**src/common/lsu_pkg.sv**
```systemverilog
`default_nettype none

package lsu_pkg;

  // byte address as issued by the core
  typedef logic [31:0] addr_t;

  // one memory word, also the width of load and store data
  typedef logic [31:0] word_t;

  // one enable bit per byte lane
  typedef logic [3:0] strb_t;

  // load functions, encoded as funct3
  typedef enum logic [2:0] {
    LD_BS = 3'b000,
    LD_HS = 3'b001,
    LD_W  = 3'b010,
    LD_BU = 3'b100,
    LD_HU = 3'b101
  } load_func_t;

  // store functions, same funct3 encoding
  typedef enum logic [2:0] {
    ST_B = 3'b000,
    ST_H = 3'b001,
    ST_W = 3'b010
  } store_func_t;

  // default depth in words
  localparam int MEM_WORDS_DEF = 1024;

endpackage

`default_nettype wire

```
**src/common/axi_lite_if.sv**
```systemverilog
`timescale 1ns/1ps
`default_nettype none


// write address, write data and write response channels
interface axi_wr_if import lsu_pkg::*; ();

  addr_t awaddr;
  logic  awvalid;
  logic  awready;

  word_t wdata;
  strb_t wstrb;
  logic  wvalid;
  logic  wready;

  logic  bvalid;
  logic  bready;

  modport master (
    output awaddr, awvalid, wdata, wstrb, wvalid, bready,
    input  awready, wready, bvalid
  );

  modport slave (
    input  awaddr, awvalid, wdata, wstrb, wvalid, bready,
    output awready, wready, bvalid
  );

endinterface

`default_nettype wire

```
**src/lsu/lsu_store_path.sv**
```systemverilog
`timescale 1ns/1ps
`default_nettype none

module lsu_store_path import lsu_pkg::*; (
  input  wire              clk,
  input  wire              rstn,
  input  wire addr_t       waddr,
  input  wire store_func_t wfunc,
  input  wire word_t       wdata,
  input  wire              wreq_valid,
  output logic             wreq_ready,
  output logic             wres_valid,
  input  wire              wres_ready,
  axi_wr_if.master         ram_w
);

  // beats parked while their channel is busy
  addr_t park_addr;
  word_t park_data;
  strb_t park_strb;
  logic  aw_pend;
  logic  w_pend;

  strb_t base_strb;
  strb_t strb_aligned;
  word_t data_aligned;

  logic req_hs;
  logic aw_hs;
  logic aw_free;
  logic aw_issue_new;
  logic aw_park_new;
  logic aw_issue_park;
  logic w_hs;
  logic w_free;
  logic w_issue_new;
  logic w_park_new;
  logic w_issue_park;
  logic b_hs;
  logic res_hs;

  always_comb begin
    case (wfunc)
      ST_B:    base_strb = 4'b0001;
      ST_H:    base_strb = 4'b0011;
      default: base_strb = 4'b1111;
    endcase
    // lanes follow the byte offset
    data_aligned = wdata << {waddr[1:0], 3'b000};
    strb_aligned = base_strb << waddr[1:0];
  end

  assign req_hs = wreq_valid & wreq_ready;

  assign aw_hs         = ram_w.awvalid & ram_w.awready;
  assign aw_free       = ~ram_w.awvalid | ram_w.awready;
  assign aw_issue_new  = req_hs & aw_free;
  assign aw_park_new   = req_hs & ~aw_free;
  assign aw_issue_park = aw_pend & aw_free;

  assign w_hs         = ram_w.wvalid & ram_w.wready;
  assign w_free       = ~ram_w.wvalid | ram_w.wready;
  assign w_issue_new  = req_hs & w_free;
  assign w_park_new   = req_hs & ~w_free;
  assign w_issue_park = w_pend & w_free;

  assign b_hs   = ram_w.bvalid & ram_w.bready;
  assign res_hs = wres_valid & wres_ready;

  // a response slot frees up when the current one is taken
  assign ram_w.bready = ~wres_valid | wres_ready;

  always_ff @(posedge clk) begin
    if (rstn) begin
      wreq_ready    <= 1'b1;
      ram_w.awvalid <= 1'b0;
      ram_w.wvalid  <= 1'b0;
      aw_pend       <= 1'b0;
      w_pend        <= 1'b0;
      wres_valid    <= 1'b0;
    end else begin
      if (aw_issue_new | aw_issue_park) begin
        ram_w.awvalid <= 1'b1;
      end else if (aw_hs) begin
        ram_w.awvalid <= 1'b0;
      end
      if (w_issue_new | w_issue_park) begin
        ram_w.wvalid <= 1'b1;
      end else if (w_hs) begin
        ram_w.wvalid <= 1'b0;
      end

      if (aw_park_new) begin
        aw_pend <= 1'b1;
      end else if (aw_issue_park) begin
        aw_pend <= 1'b0;
      end
      if (w_park_new) begin
        w_pend <= 1'b1;
      end else if (w_issue_park) begin
        w_pend <= 1'b0;
      end

      // reopen only once both parked beats are out
      if (aw_park_new | w_park_new) begin
        wreq_ready <= 1'b0;
      end else if (~wreq_ready & (~aw_pend | aw_issue_park) & (~w_pend | w_issue_park)) begin
        wreq_ready <= 1'b1;
      end

      if (b_hs) begin
        wres_valid <= 1'b1;
      end else if (res_hs) begin
        wres_valid <= 1'b0;
      end
    end
  end

  always_ff @(posedge clk) begin
    if (aw_issue_new) begin
      ram_w.awaddr <= waddr;
    end else if (aw_issue_park) begin
      ram_w.awaddr <= park_addr;
    end
    if (w_issue_new) begin
      ram_w.wdata <= data_aligned;
      ram_w.wstrb <= strb_aligned;
    end else if (w_issue_park) begin
      ram_w.wdata <= park_data;
      ram_w.wstrb <= park_strb;
    end

    if (aw_park_new) begin
      park_addr <= waddr;
    end
    if (w_park_new) begin
      park_data <= data_aligned;
      park_strb <= strb_aligned;
    end
  end

endmodule

`default_nettype wire

```
**src/flat_wrapper.sv**
```systemverilog
// flat-port wrapper written by rule: the top's interface ports become plain ports
module lsu_store_path_flat import lsu_pkg::*;
  (clk, rstn, waddr, wfunc, wdata, wreq_valid, wreq_ready, wres_valid, wres_ready, ram_w_awaddr, ram_w_awvalid, ram_w_wdata, ram_w_wstrb, ram_w_wvalid, ram_w_bready, ram_w_awready, ram_w_wready, ram_w_bvalid);
  axi_wr_if ram_w_i ();
  input  wire clk;
  input  wire rstn;
  input  wire addr_t waddr;
  input  wire store_func_t wfunc;
  input  wire word_t wdata;
  input  wire wreq_valid;
  output logic wreq_ready;
  output logic wres_valid;
  input  wire wres_ready;
  output wire logic [$bits(ram_w_i.awaddr)-1:0] ram_w_awaddr;
  output wire logic [$bits(ram_w_i.awvalid)-1:0] ram_w_awvalid;
  output wire logic [$bits(ram_w_i.wdata)-1:0] ram_w_wdata;
  output wire logic [$bits(ram_w_i.wstrb)-1:0] ram_w_wstrb;
  output wire logic [$bits(ram_w_i.wvalid)-1:0] ram_w_wvalid;
  output wire logic [$bits(ram_w_i.bready)-1:0] ram_w_bready;
  input wire logic [$bits(ram_w_i.awready)-1:0] ram_w_awready;
  input wire logic [$bits(ram_w_i.wready)-1:0] ram_w_wready;
  input wire logic [$bits(ram_w_i.bvalid)-1:0] ram_w_bvalid;
  assign ram_w_awaddr = ram_w_i.awaddr;
  assign ram_w_awvalid = ram_w_i.awvalid;
  assign ram_w_wdata = ram_w_i.wdata;
  assign ram_w_wstrb = ram_w_i.wstrb;
  assign ram_w_wvalid = ram_w_i.wvalid;
  assign ram_w_bready = ram_w_i.bready;
  assign ram_w_i.awready = ram_w_awready;
  assign ram_w_i.wready = ram_w_wready;
  assign ram_w_i.bvalid = ram_w_bvalid;
  lsu_store_path u_core (.clk(clk), .rstn(rstn), .waddr(waddr), .wfunc(wfunc), .wdata(wdata), .wreq_valid(wreq_valid), .wreq_ready(wreq_ready), .wres_valid(wres_valid), .wres_ready(wres_ready), .ram_w(ram_w_i));
endmodule
```
**config.mk**
```make
export PLATFORM = sky130hd
export DESIGN_NAME = lsu_store_path_flat
export DESIGN_NICKNAME = d
export VERILOG_FILES = /design/src/common/lsu_pkg.sv /design/src/common/axi_lite_if.sv /design/src/lsu/lsu_store_path.sv /design/src/flat_wrapper.sv
export SDC_FILE = /design/constraint.sdc
export NUM_CORES = 1
export LEC_CHECK = 0
export ABC_CLOCK_PERIOD_IN_PS = 4350
export BUFFER_PORTS_ARGS = -buffer_cell sky130_fd_sc_hd__buf_2
export CAP_MARGIN = 20
export CORE_ASPECT_RATIO = 0.5
export CORE_MARGIN = 2
export CORE_UTILIZATION = 53
export CTS_CLUSTER_DIAMETER = 200
export DETAILED_ROUTE_END_ITERATION = 8
export PLACE_DENSITY = 0.87
export SYNTH_ARGS = -nofsm -noshare
export SYNTH_HDL_FRONTEND = slang
export SYNTH_SLANG_ARGS = --single-unit
```
**constraint.sdc**
```tcl
create_clock -name clk -period 4.35 [get_ports clk]
set_input_delay 1.305 -clock clk [delete_from_list [all_inputs] [get_ports clk]]
set_output_delay 1.305 -clock clk [all_outputs]
set_load 0.02 [all_outputs]
```
# Word-level counts from Yosys, hierarchy flattened
# Cells that the tools add are included.
# op_classes
eq_ne	1
n_addsub	0
order_cmp	0
shifts	2
n_mux	19
bitwise_logic	29
n_div	0
mul	0
n_reduce_logical	9
# op_table
op	n
$mux W32	4
$shl A32 B5 Y32	1
$reduce_bool A2 Y1	8
$and A1 B1 Y1	13
$mux W1	12
$mux W4	2
$not A1 Y1	8
$or A1 B1 Y1	8
$pmux W4 S2	1
$shl A4 B2 Y4	1
$eq A3 B1 Y1 const B	1
$logic_not A3 Y1	1
# word_totals
mem_bits_rw	0
mem_bits_ro	0
word_cells	72
n_memories	0
latchBits	0
output_inout_bits	73
inputBits	74
register_bits	142

# Logic depth before layout (Yosys ltp)
# logic_depth
ltp_word	8
ltp_mapped	4
ltp_nobuf	3

# Least setup slack after synthesis
# OpenSTA, ideal clock, no wires.
# synth_timing
path_type	input -> register
startpoint	input ram_w_wready
endpoint	register u_core.ram_w.wdata[0] (enable)
path_buffers	0
slack_ns	0.871
setup_ns	0.429
required_time_ns	3.921
arrival_ns	3.049
stages	2
cell_sequence	and2b_4 -> nor2_1
# synth_via
elab_chain_cells	3
word_cells_on_any_way	4
cone_classes	bitwise: 3; reduce/logical: 1
# synth_lines
element	line	source
from (decl)	flat_wrapper.sv:21	input wire logic [$bits(ram_w_i.wready)-1:0] ram_w_wready;
$or A1 B1 Y1 (*)	lsu_store_path.sv:62	assign w_free = ~ram_w.wvalid | ram_w.wready;
$and A1 B1 Y1 (on tied branches)	lsu_store_path.sv:65, lsu_store_path.sv:63	
$reduce_bool A2 Y1 (no line) (*)	--	
to (signal assigned)	lsu_store_path.sv:126	ram_w.wdata <= data_aligned;
to (signal assigned)	lsu_store_path.sv:129	ram_w.wdata <= park_data;
to (decl)	axi_lite_if.sv:21	output awaddr, awvalid, wdata, wstrb, wvalid, bready,
# Mark *: on every way between the ends. The rest lies on a longest branch, timed or not.
# A chain may end at the register's enable or synchronous reset.

# Worst setup path after layout
# layout_timing
startpoint	input wres_ready
endpoint	output ram_w_bready
# layout_via
elab_chain_cells	1
# layout_lines
element	line	source
from (decl)	flat_wrapper.sv:13	input wire wres_ready;
$or A1 B1 Y1	lsu_store_path.sv:71	assign ram_w.bready = ~wres_valid | wres_ready;
to (decl)	flat_wrapper.sv:19	output wire logic [$bits(ram_w_i.bready)-1:0] ram_w_bready;
# Every way passes these cells.

==> flow_metrics.tcl <==
set metrics [dict create \
    status "complete, no violations" \
    max_slew_margin 0.2762 \
    nets 537 \
    hold_viol 0 \
    rows 27 \
    min_path_cells 2 \
    syn_inst 311 \
    tightestPinTransition_ns 1.083 \
    core_area_sq_um 10910 \
    area_growth_pct 24.60 \
    fin_util 0.6721 \
    worstSkewPairLatency_ns 0.40 \
    vias 3273 \
    overflow 0 \
    dieHeight_microns 78.52 \
    fmax_ghz 0.3331 \
    clkPwrFrac 0.443 \
    synthTopCellsByCount "136 x edfxtp_1, 35 x mux2_1, 32 x mux2i_1" \
    fin_crit_sh 0.6900 \
    ff2ff_path_depth 3 \
    fp.dieW_microns 153.0 \
    routedWlPerCell_microns 18.14 \
    hold_class "flop to flop" \
    cts_hold_buf 0 \
    drc_errors 0 \
    ioPinCount 147 \
    async_reset_ff_frac 0 \
    gp_congestion 0.8387 \
    final_area_sq_um 7333 \
    p_sw_frac 0.2193 \
    synth_top_area_share 0.6939 \
    yosysMostFrequentCell "edfxtp_1" \
    routed_wl_microns 11270 \
    synth-seq-cells 142 \
    h-tree-depth 4 \
    worstSetupPathType "primary input to primary output" \
    antenna_cells 0 \
    finalPower_w 0.003618 \
    ant_nets 0 \
    cp_max_fo 2 \
    dieArea_sq_um 12020 \
    p_sw_w 0.0007934 \
    clk_pin_slew_ns 0.06 \
    root_buffer "clkbuf_16" \
    drtIter0Drc 183 \
    gr-usage-all-layers 0.1934 \
    slew_viol_final 0 \
    leakage_nw 2.910 \
    place_area_sq_um 6683 \
    synth_warnings 0 \
    synth.distinct_cells 30 \
    cp.required_ns 3.04 \
    min_period_ns 3.002 \
    start_util 0.5394 \
    synth_area_leaders "edfxtp_1 69%, mux2_1 6.7%, mux2_4 6.4%, mux2i_1 5.4%, dfxtp_1 2.0%" \
    grt_first_pass_wirelength_microns 17830 \
    p_int_w 0.002825 \
    peakVddDrop_v 0.0002386 \
    setup_violations 0 \
    layout-drive-gt1-share 0.4496 \
    io_buffers 146 \
    grt_antenna_before_repair 0 \
    syn_avg_cell_area_sq_um 18.92 \
    cp-end-kind "primary output" \
    netlist_area_sq_um 5886 \
    synth-edff-count 136 \
    combPwrFrac 0.109 \
    drt-pass1-iter-count 4 \
    grt_pass1_vias 3399 \
    ctsResizeCount 0 \
    fin_skew_ns 0.009006 \
    synth_area_leader_cell "edfxtp_1" \
    cp.arrival_ns 1.70 \
    setup-tns-final_ns 0 \
    drv_cap 0 \
    syn_nets 385 \
    clockBufferDepth 2 \
    start_kind "primary input" \
    rsz0062_at_grt "false" \
    pwr_density_cell_nw_per_um2 493.4 \
    grt_max_degree 37 \
    synthFlopType "edfxtp_1" \
    cts_num_sinks 142 \
    pwr-share-seq 0.449 \
    postCtsSetupRepairBufs 0 \
    yosysSeqAreaShare 0.7143 \
    cts_tree "built" \
    numCtsBuffers 17 \
    viasPerCell 5.271 \
    hpwl_microns 7433 \
]
## power by group through the flow
stage	Clock, W	Sequential (W)	Combinational, W
2_1_floorplan	0	0.00173	0.000188
3_3_place_gp	0	0.00165	0.000387
3_5_place_dp	0	0.00165	0.000396
4_1_cts	0.00162	0.00162	0.000398
5_1_grt	0.00168	0.00163	0.000422
6_report	0.00160	0.00162	0.000394
## per-layer routing
layer,part of all wire,global-route usage
met1,0.46,0.2587
met3,0.046,0.04804
met4,0.011,0.06667
met5,0,0
met2,0.48,0.3138
## path summary, 6_finish.rpt
path	slack, ns	start	end
max	1.35	wres_ready	ram_w_bready
max reg2reg	2.32	u_core.wreq_ready$_SDFFE_PP1P_	u_core.ram_w.awaddr[4]$_DFFE_PP_
min reg2reg	0.50	u_core.wres_valid$_SDFFE_PP0P_	u_core.wres_valid$_SDFFE_PP0P_
min	0.50	u_core.wres_valid$_SDFFE_PP0P_	u_core.wres_valid$_SDFFE_PP0P_
## cell type report
cell class	count	area, sq um
flip-flops and latches	142	4204
fillers	756	3578
multi-input cells	155	1563
repair buffers	146	730.7
clock buffers	19	432.9
clock inverters	13	217.7
well taps	145	181.4
inverters	1	3.754
## registers in the layout, summed over array words and instances (netlist names)
register	count
u_core.aw_pend	1
u_core.park_addr	32
u_core.park_data	32
u_core.park_strb	4
u_core.ram_w.awaddr	32
u_core.ram_w.awvalid	1
u_core.ram_w.wdata	32
u_core.ram_w.wstrb	4
u_core.ram_w.wvalid	1
u_core.w_pend	1
u_core.wreq_ready	1
u_core.wres_valid	1
## worst max-delay path: stages
cell      delay (ns)
buf_2           0.09
nand2b_1        0.14
buf_2           0.16
## through the flow
stage / hold WS (ns) / instances / worst slack, ns
after CTS: 0.4977 / 621 / 1.349
after global routing: 0.5327 / 621 / 1.314
final: 0.4968 / 621 / 1.348
after global placement: 0.4725 / 589 / 1.318
after detailed placement: 0.4898 / 589 / 1.278
after floorplan: 0.5013 / 311 / 0.8714
## cells by family after synthesis
| logic type | after synthesis | synth area share |
|---|---|---|
| AOI/OAI and AO/OA | 20 | 0.02508 |
| buffers and inverters | 14 | 0.02530 |
| DFF | 142 | 0.7143 |
| muxes | 100 | 0.2005 |
| and+or+nand+nor | 35 | 0.03486 |
## cells in the final DEF (no fill, tap or decap), drive strengths merged, types with 3 or more instances in the layout
cell type  netlist  final
o2bb2ai          8      8
bufinv           0      6
nor2            17     17
edfxtp         136    136
clkbuf           2     19
mux2            68     68
dfxtp            6      6
buf             11    146
mux2i           32     32
and2             8      8
nand2b           3      3
clkinv           0      6
a21oi            7      7
Power figures use the tool's default switching activity.
