===== src/common/lsu_pkg.sv =====
`default_nettype none

package lsu_pkg;

  // byte address as issued by the core
  typedef logic [31:0] addr_t;

  // one memory word, also the width of load and store data
  typedef logic [31:0] word_t;

  // one enable bit per byte lane
  typedef logic [3:0] strb_t;

  // load functions, encoded as funct3
  typedef enum logic [2:0] {
    LD_BS = 3'b000,
    LD_HS = 3'b001,
    LD_W  = 3'b010,
    LD_BU = 3'b100,
    LD_HU = 3'b101
  } load_func_t;

  // store functions, same funct3 encoding
  typedef enum logic [2:0] {
    ST_B = 3'b000,
    ST_H = 3'b001,
    ST_W = 3'b010
  } store_func_t;

  // default depth in words
  localparam int MEM_WORDS_DEF = 1024;

endpackage

`default_nettype wire


===== src/common/axi_lite_if.sv =====
`timescale 1ns/1ps
`default_nettype none

// read address and read data channels
interface axi_rd_if import lsu_pkg::*; ();

  addr_t araddr;
  logic  arvalid;
  logic  arready;

  word_t rdata;
  logic  rvalid;
  logic  rready;

  modport master (
    output araddr, arvalid, rready,
    input  arready, rdata, rvalid
  );

  modport slave (
    input  araddr, arvalid, rready,
    output arready, rdata, rvalid
  );

endinterface


`default_nettype wire


===== src/lsu/lsu_load_path.sv =====
`timescale 1ns/1ps
`default_nettype none

module lsu_load_path import lsu_pkg::*; (
  input  wire             clk,
  input  wire             rstn,
  input  wire addr_t      raddr,
  input  wire load_func_t rfunc,
  input  wire             rreq_valid,
  output logic            rreq_ready,
  output word_t           rdata,
  output logic            rres_valid,
  input  wire             rres_ready,
  axi_rd_if.master        ram_r
);

  // request parked while the address channel is busy
  addr_t      park_addr;
  load_func_t park_func;

  // function of the beat now on the address channel
  load_func_t ar_func;

  // offset and function of loads between address and data
  logic [1:0] q_off  [2];
  load_func_t q_func [2];
  logic [1:0] q_cnt;

  // returned word parked while the response is stalled
  word_t hold_data;
  word_t shifted;
  word_t formatted;

  logic ar_hs;
  logic ar_free;
  logic req_hs;
  logic issue_new;
  logic park_new;
  logic issue_park;
  logic r_hs;
  logic res_hs;
  logic res_free;
  logic res_load;

  assign ar_hs      = ram_r.arvalid & ram_r.arready;
  assign ar_free    = ~ram_r.arvalid | ram_r.arready;
  assign req_hs     = rreq_valid & rreq_ready;
  assign issue_new  = req_hs & ar_free;
  assign park_new   = req_hs & ~ar_free;
  assign issue_park = ~rreq_ready & ar_free;

  assign r_hs     = ram_r.rvalid & ram_r.rready;
  assign res_hs   = rres_valid & rres_ready;
  assign res_free = ~rres_valid | rres_ready;
  // new response from the bus or from the holding register
  assign res_load = (r_hs | ~ram_r.rready) & res_free;

  always_comb begin
    shifted = ram_r.rdata >> {q_off[0], 3'b000};
    case (q_func[0])
      LD_BS:   formatted = {{24{shifted[7]}}, shifted[7:0]};
      LD_BU:   formatted = {24'b0, shifted[7:0]};
      LD_HS:   formatted = {{16{shifted[15]}}, shifted[15:0]};
      LD_HU:   formatted = {16'b0, shifted[15:0]};
      default: formatted = shifted;
    endcase
  end

  always_ff @(posedge clk) begin
    if (rstn) begin
      rreq_ready    <= 1'b1;
      ram_r.arvalid <= 1'b0;
      ram_r.rready  <= 1'b1;
      rres_valid    <= 1'b0;
      q_cnt         <= '0;
    end else begin
      if (issue_new | issue_park) begin
        ram_r.arvalid <= 1'b1;
      end else if (ar_hs) begin
        ram_r.arvalid <= 1'b0;
      end

      if (park_new) begin
        rreq_ready <= 1'b0;
      end else if (issue_park) begin
        rreq_ready <= 1'b1;
      end

      q_cnt <= q_cnt + 2'(ar_hs) - 2'(r_hs);

      if (r_hs & ~res_free) begin
        ram_r.rready <= 1'b0;
      end else if (~ram_r.rready & res_free) begin
        ram_r.rready <= 1'b1;
      end

      if (res_load) begin
        rres_valid <= 1'b1;
      end else if (res_hs) begin
        rres_valid <= 1'b0;
      end
    end
  end

  always_ff @(posedge clk) begin
    if (issue_new) begin
      ram_r.araddr <= raddr;
      ar_func      <= rfunc;
    end else if (issue_park) begin
      ram_r.araddr <= park_addr;
      ar_func      <= park_func;
    end

    if (park_new) begin
      park_addr <= raddr;
      park_func <= rfunc;
    end

    // shift on pop first so that a push into slot 0 wins
    if (r_hs) begin
      q_off[0]  <= q_off[1];
      q_func[0] <= q_func[1];
    end
    if (ar_hs) begin
      if (q_cnt == 2'd0 || (r_hs && q_cnt == 2'd1)) begin
        q_off[0]  <= ram_r.araddr[1:0];
        q_func[0] <= ar_func;
      end else begin
        q_off[1]  <= ram_r.araddr[1:0];
        q_func[1] <= ar_func;
      end
    end

    if (r_hs & ~res_free) begin
      hold_data <= formatted;
    end
    if (res_load) begin
      rdata <= ram_r.rready ? formatted : hold_data;
    end
  end

endmodule

`default_nettype wire


===== src/flat_wrapper.sv =====
// flat-port wrapper written by rule: the top's interface ports become plain ports
module lsu_load_path_flat import lsu_pkg::*;
  (clk, rstn, raddr, rfunc, rreq_valid, rreq_ready, rdata, rres_valid, rres_ready, ram_r_araddr, ram_r_arvalid, ram_r_rready, ram_r_arready, ram_r_rdata, ram_r_rvalid);
  axi_rd_if ram_r_i ();
  input  wire clk;
  input  wire rstn;
  input  wire addr_t raddr;
  input  wire load_func_t rfunc;
  input  wire rreq_valid;
  output logic rreq_ready;
  output word_t rdata;
  output logic rres_valid;
  input  wire rres_ready;
  output wire logic [$bits(ram_r_i.araddr)-1:0] ram_r_araddr;
  output wire logic [$bits(ram_r_i.arvalid)-1:0] ram_r_arvalid;
  output wire logic [$bits(ram_r_i.rready)-1:0] ram_r_rready;
  input wire logic [$bits(ram_r_i.arready)-1:0] ram_r_arready;
  input wire logic [$bits(ram_r_i.rdata)-1:0] ram_r_rdata;
  input wire logic [$bits(ram_r_i.rvalid)-1:0] ram_r_rvalid;
  assign ram_r_araddr = ram_r_i.araddr;
  assign ram_r_arvalid = ram_r_i.arvalid;
  assign ram_r_rready = ram_r_i.rready;
  assign ram_r_i.arready = ram_r_arready;
  assign ram_r_i.rdata = ram_r_rdata;
  assign ram_r_i.rvalid = ram_r_rvalid;
  lsu_load_path u_core (.clk(clk), .rstn(rstn), .raddr(raddr), .rfunc(rfunc), .rreq_valid(rreq_valid), .rreq_ready(rreq_ready), .rdata(rdata), .rres_valid(rres_valid), .rres_ready(rres_ready), .ram_r(ram_r_i));
endmodule

===== config.mk =====
export PLATFORM = sky130hd
export DESIGN_NAME = lsu_load_path_flat
export DESIGN_NICKNAME = d
export VERILOG_FILES = /design/src/common/lsu_pkg.sv /design/src/common/axi_lite_if.sv /design/src/lsu/lsu_load_path.sv /design/src/flat_wrapper.sv
export SDC_FILE = /design/constraint.sdc
export NUM_CORES = 1
export LEC_CHECK = 0
export BUFFER_PORTS_ARGS = -buffer_cell sky130_fd_sc_hd__buf_2
export CAP_MARGIN = 25
export CORE_ASPECT_RATIO = 2
export CORE_MARGIN = 3
export CORE_UTILIZATION = 47
export DETAILED_ROUTE_END_ITERATION = 16
export PLACE_DENSITY = 0.85
export SLEW_MARGIN = 20
export SYNTH_ARGS = -nofsm -noshare
export SYNTH_HDL_FRONTEND = slang
export SYNTH_SLANG_ARGS = --single-unit

===== constraint.sdc =====
create_clock -name clk -period 2.7 [get_ports clk]
set_input_delay 0.135 -clock clk [delete_from_list [all_inputs] [get_ports clk]]
set_output_delay 0.135 -clock clk [all_outputs]
set_load 0.02 [all_outputs]

== Yosys cells after proc, flatten, opt, wreduce, memory -nomap -nowiden ==
Memory sizes are Yosys's and may differ from the RTL's.
Index checks and enable logic that the tools add are counted.

* $add $sub $neg: 2
* Equality and inequality tests: 4
* Shifts and indexed selects: 1
* Multiplexer cells: 24
* Bitwise gates (word level): 22
* Reductions and logical operators: 9

{| class="wikitable"
|+ Operator list
! cell !! count
|-
| $pmux W32 S4 || 1
|-
| $mux W32 || 3
|-
| $shr A32 B5 Y32 || 1
|-
| $mux W1 || 16
|-
| $and A1 B1 Y1 || 10
|-
| $reduce_bool A2 Y1 || 5
|-
| $mux W3 || 3
|-
| $eq A3 B3 Y1 const B || 2
|-
| $not A1 Y1 || 6
|-
| $or A1 B1 Y1 || 6
|-
| $eq A3 B1 Y1 const B || 1
|-
| $logic_not A3 Y1 || 1
|-
| $add A2 B1 Y2 || 1
|-
| $eq A2 B1 Y1 const B || 1
|-
| $logic_not A2 Y1 || 1
|-
| $mux W2 || 1
|-
| $sub A2 B1 Y2 || 1
|-
| $logic_and A1 B1 Y1 || 1
|-
| $logic_or A1 B1 Y1 || 1
|}

* Flip-flop bits (word level): 140
* RAM bits: 10
* Input port bits: 73
* Output and inout port bits: 68
* Logic and storage cells: 75
* Memories kept: 2

{| class="wikitable"
|+ Memory list
! memory !! depth !! width !! read ports !! clocked after memory_dff !! write ports !! RTL line !! text
|-
| u_core.q_func || 2 || 3 || 2 || 0 || 2 || lsu_load_path.sv:26 || <nowiki>load_func_t q_func [2];</nowiki>
|-
| u_core.q_off || 2 || 2 || 2 || 0 || 2 || lsu_load_path.sv:25 || <nowiki>logic [1:0] q_off [2];</nowiki>
|}

== Longest topological paths before layout ==
* Word-level depth: 7
* Gate-level depth with buffers: 9
* Gate-level depth less buffers: 8

== Worst setup path before layout ==
Ideal clock, no wire load.

* Kind: reg-to-reg
* Start point: register u_core.ram_r.rready
* End point: register u_core.rdata[0] (enable)
* Library setup time: 0.432 ns
* Data arrival time: 2.279 ns
* Data required time: 2.268 ns
* Path slack: -0.011 ns
* Stages on the path, launching flop included: 4
* Buffers on the path: 1
* Period minus slack after synthesis: 2.711 ns
* Cell sequence: dfxtp_1 > clkbuf_1 > nor2b_1 > a21oi_1

* Longest elaborated chain between the ends: 3
* Elaborated cells on any way between the ends: 4
* Classes of those cells: bitwise (4)

{| class="wikitable"
|+ Ends and longest elaborated chain
! element !! RTL line !! text
|-
| start, declared || axi_lite_if.sv:16 || <nowiki>output araddr, arvalid, rready,</nowiki>
|-
| start signal, assigned || lsu_load_path.sv:73 || <nowiki>ram_r.rready <= 1'b1;</nowiki>
|-
| start signal, assigned || lsu_load_path.sv:92 || <nowiki>ram_r.rready <= 1'b0;</nowiki>
|-
| start signal, assigned || lsu_load_path.sv:94 || <nowiki>ram_r.rready <= 1'b1;</nowiki>
|-
| $and A1 B1 Y1 / $not A1 Y1 (equally long branches) || lsu_load_path.sv:52, lsu_load_path.sv:56 ||
|-
| $or A1 B1 Y1 * || lsu_load_path.sv:56 || <nowiki>assign res_load = (r_hs | ~ram_r.rready) & res_free;</nowiki>
|-
| $and A1 B1 Y1 * || lsu_load_path.sv:56 ||
|-
| net u_core.res_load || lsu_load_path.sv:43 || <nowiki>logic res_load;</nowiki>
|-
| end signal, assigned || lsu_load_path.sv:138 || <nowiki>rdata <= ram_r.rready ? formatted : hold_data;</nowiki>
|-
| end, declared || lsu_load_path.sv:11 || <nowiki>output word_t rdata,</nowiki>
|}

Mark *: on every way through the listed nets, which the timed path passes. The rest lies on a longest branch.
A chain may end at the register's enable or synchronous reset.

==> flow_metrics.tcl <==
set metrics [dict create \
    setup_violations 0 \
    power_leakage_nw 3.21 \
    synth_top_family_by_area "multiplexers" \
    slew_headroom 0.615 \
    ctsHtreeMaxLevel 4 \
    start_util 0.487 \
    dp_hpwl_mm 9.48 \
    dieArea_um2 14700 \
    ys_async_sr_fraction 0 \
    holdWs_ps 64.7 \
    clk_pin_slew_ps 60 \
    rows 58 \
    post_drt_wl_per_cell_um 19.0 \
    synth_fa_ha_area_frac 0.00402 \
    fin_setup_tns_ps 0 \
    path_max_fanout 7 \
    cts.sinks 150 \
    yosysTopAreaCell "edfxtp_1" \
    synth_area_leaders "edfxtp_1, mux2_2, nand2_1" \
    grt_usage 0.201 \
    hold_viol_final 0 \
    skew_ps 10.1 \
    synth_xor_area_frac 0.00282 \
    synth-edff-count 144 \
    synthMostInstantiatedCell "edfxtp_1" \
    clk_latency_ps 410 \
    cts_buffer_depth 2 \
    die-width_um 87.3 \
    r2r-start "u_core.q_off[0][1]" \
    power.density_nw_per_um2 751 \
    ir_worst_vdd_uv 624 \
    fp.dieH_um 169 \
    ant_nets 0 \
    cp-end-kind "flip-flop" \
    cts_root_buffer "clkbuf_16" \
    grt-ovfl-total 0 \
    postCtsSetupBuffers 0 \
    arrival_ps 2070 \
    drcViolationCount 0 \
    drive_above_1_share 0.413 \
    insertedDiodeCount 0 \
    startpoint "u_core.q_off[0][1]" \
    fp.coreArea_um2 12800 \
    grt_start_max_net_pins 52 \
    ys_top_cells_by_count "edfxtp_1, mux2_2, nand2_1" \
    port_buffers 140 \
    yosysWarnings 0 \
    fmax_mhz 521 \
    routed_wl_mm 14.3 \
    synthMuxAreaShare 0.127 \
    rsz0062_at_grt "no" \
    netlist_area_um2 6220 \
    num_vias 4143 \
    drt_iter0_markers 174 \
    worst_pin_slew_ps 576 \
    nets 665 \
    synth_seq_cells 150 \
    via_per_inst 5.50 \
    synth_compound_area_frac 0.0587 \
    ys_seq_area_frac 0.715 \
    synthSimpleGateAreaFrac 0.0680 \
    synth_ff_type "edfxtp_1" \
    cap_violations 0 \
    final_core_util 0.635 \
    cts_buffers 17 \
    status "complete, no violations" \
    slew_violations 0 \
    synth.top_cell.area_share 0.695 \
    holdCritStartpoint "ram_r_rvalid" \
    min_period_over_period 0.711 \
    grt_first_pass_wirelength_mm 22.6 \
    grt_pass1_vias 4415 \
    syn_inst 411 \
    grt_antenna_before_repair 0 \
    min_period_ps 1920 \
    finalWeightedCongestion 0.920 \
    syn_avg_cell_area_um2 15.1 \
    hp-class "input port to flip-flop" \
    drtPass1Iterations 4 \
    crit_type "flip-flop to flip-flop" \
    crit_path_start_kind "flip-flop" \
    ys_types 31 \
    cts_tree "yes" \
    cp.required_ps 2850 \
    io_pins 141 \
    syn_to_final_growth_pct 30.3 \
    syn_nets 486 \
]
## worst paths after layout
path | to | slack (ps) | cells past startpoint
setup / recovery | u_core.rdata[10] | 780 | 4
hold / removal | u_core.rres_valid | 60 | 3
setup reg to reg | u_core.rdata[10] | 780 | 4
hold reg to reg | u_core.q_func[0][5] | 450 | 0
## flip-flops by register name, indices dropped and copies added, names as in the netlist
name and flops:
u_core.ram_r.arvalid 1, u_core.rdata 32, u_core.q_cnt 2, u_core.ar_func 3, u_core.rreq_ready 1, u_core.q_func 6, u_core.q_off 4, u_core.ram_r.araddr 32
u_core.park_func 3, u_core.ram_r.rready 1, u_core.park_addr 32, u_core.rres_valid 1, u_core.hold_data 32
## critical path, cell delays in order (launching register included)
cell      delay, ps
edfxtp_1        480
mux4_2          630
a21oi_4         250
a21oi_2          60
mux2_2          260
## layout make-up
type | instances | area (um2)
fillers | 903 | 4670
flip-flops and latches | 150 | 4440
inverters | 11 | 41.3
well taps | 150 | 188
repair buffers | 186 | 1150
clock inverters | 12 | 201
clock buffers | 20 | 437
multi-input cells | 224 | 1650
## kinds of logic after synthesis
logic type               after synthesis
AO/OA/AOI/OAI                         56
AND/OR/NAND/NOR                       94
flip-flops                           150
adder cells (fa/ha/maj)                2
buffers and inverters                 37
multiplexers                          70
XOR/XNOR                               2
## per-stage QoR
stage          cell area (um2)  setup WS [ps]  total power [mW]  instances
6_report                  8110            780              6.09        753
5_1_grt                   8110            692              6.28        753
3_3_place_gp              7110            842              3.50        685
2_1_floorplan             6220            145              3.28        411
3_5_place_dp              7110            802              3.54        685
4_1_cts                   8110            803              6.12        753
## per-layer routing
layer	vias to the layer above	global-route usage	part of all wire
met2	207	0.368	0.55
met1	2001	0.208	0.35
met5	-	0	0
met3	23	0.0628	0.076
met4	0	0.0735	0.022
li1	1912	-	-
## what timing repair did
item	4_1_cts	5_1_grt
hold buffers	36	0
hold endpoints to repair	39	0
gates resized for setup	0	0
## layout by cell type (no fill, tap or decap), types with 14 or more instances in the layout
| master | n |
|---|---|
| edfxtp_1 | 144 |
| nor2_1 | 24 |
| mux2_2 | 59 |
| a31oi_1 | 16 |
| dlygate4sd3_1 | 36 |
| a21oi_1 | 21 |
| nor2b_1 | 14 |
| clkbuf_16 | 17 |
| nand2_1 | 38 |
| buf_2 | 140 |
## where the power goes
group,internal (mW),switching (mW),total [mW]
combinational,0.306,0.439,0.745
clock,1.64,0.913,2.56
sequential,2.74,0.0492,2.79
(Power assumes the default switching activity.)
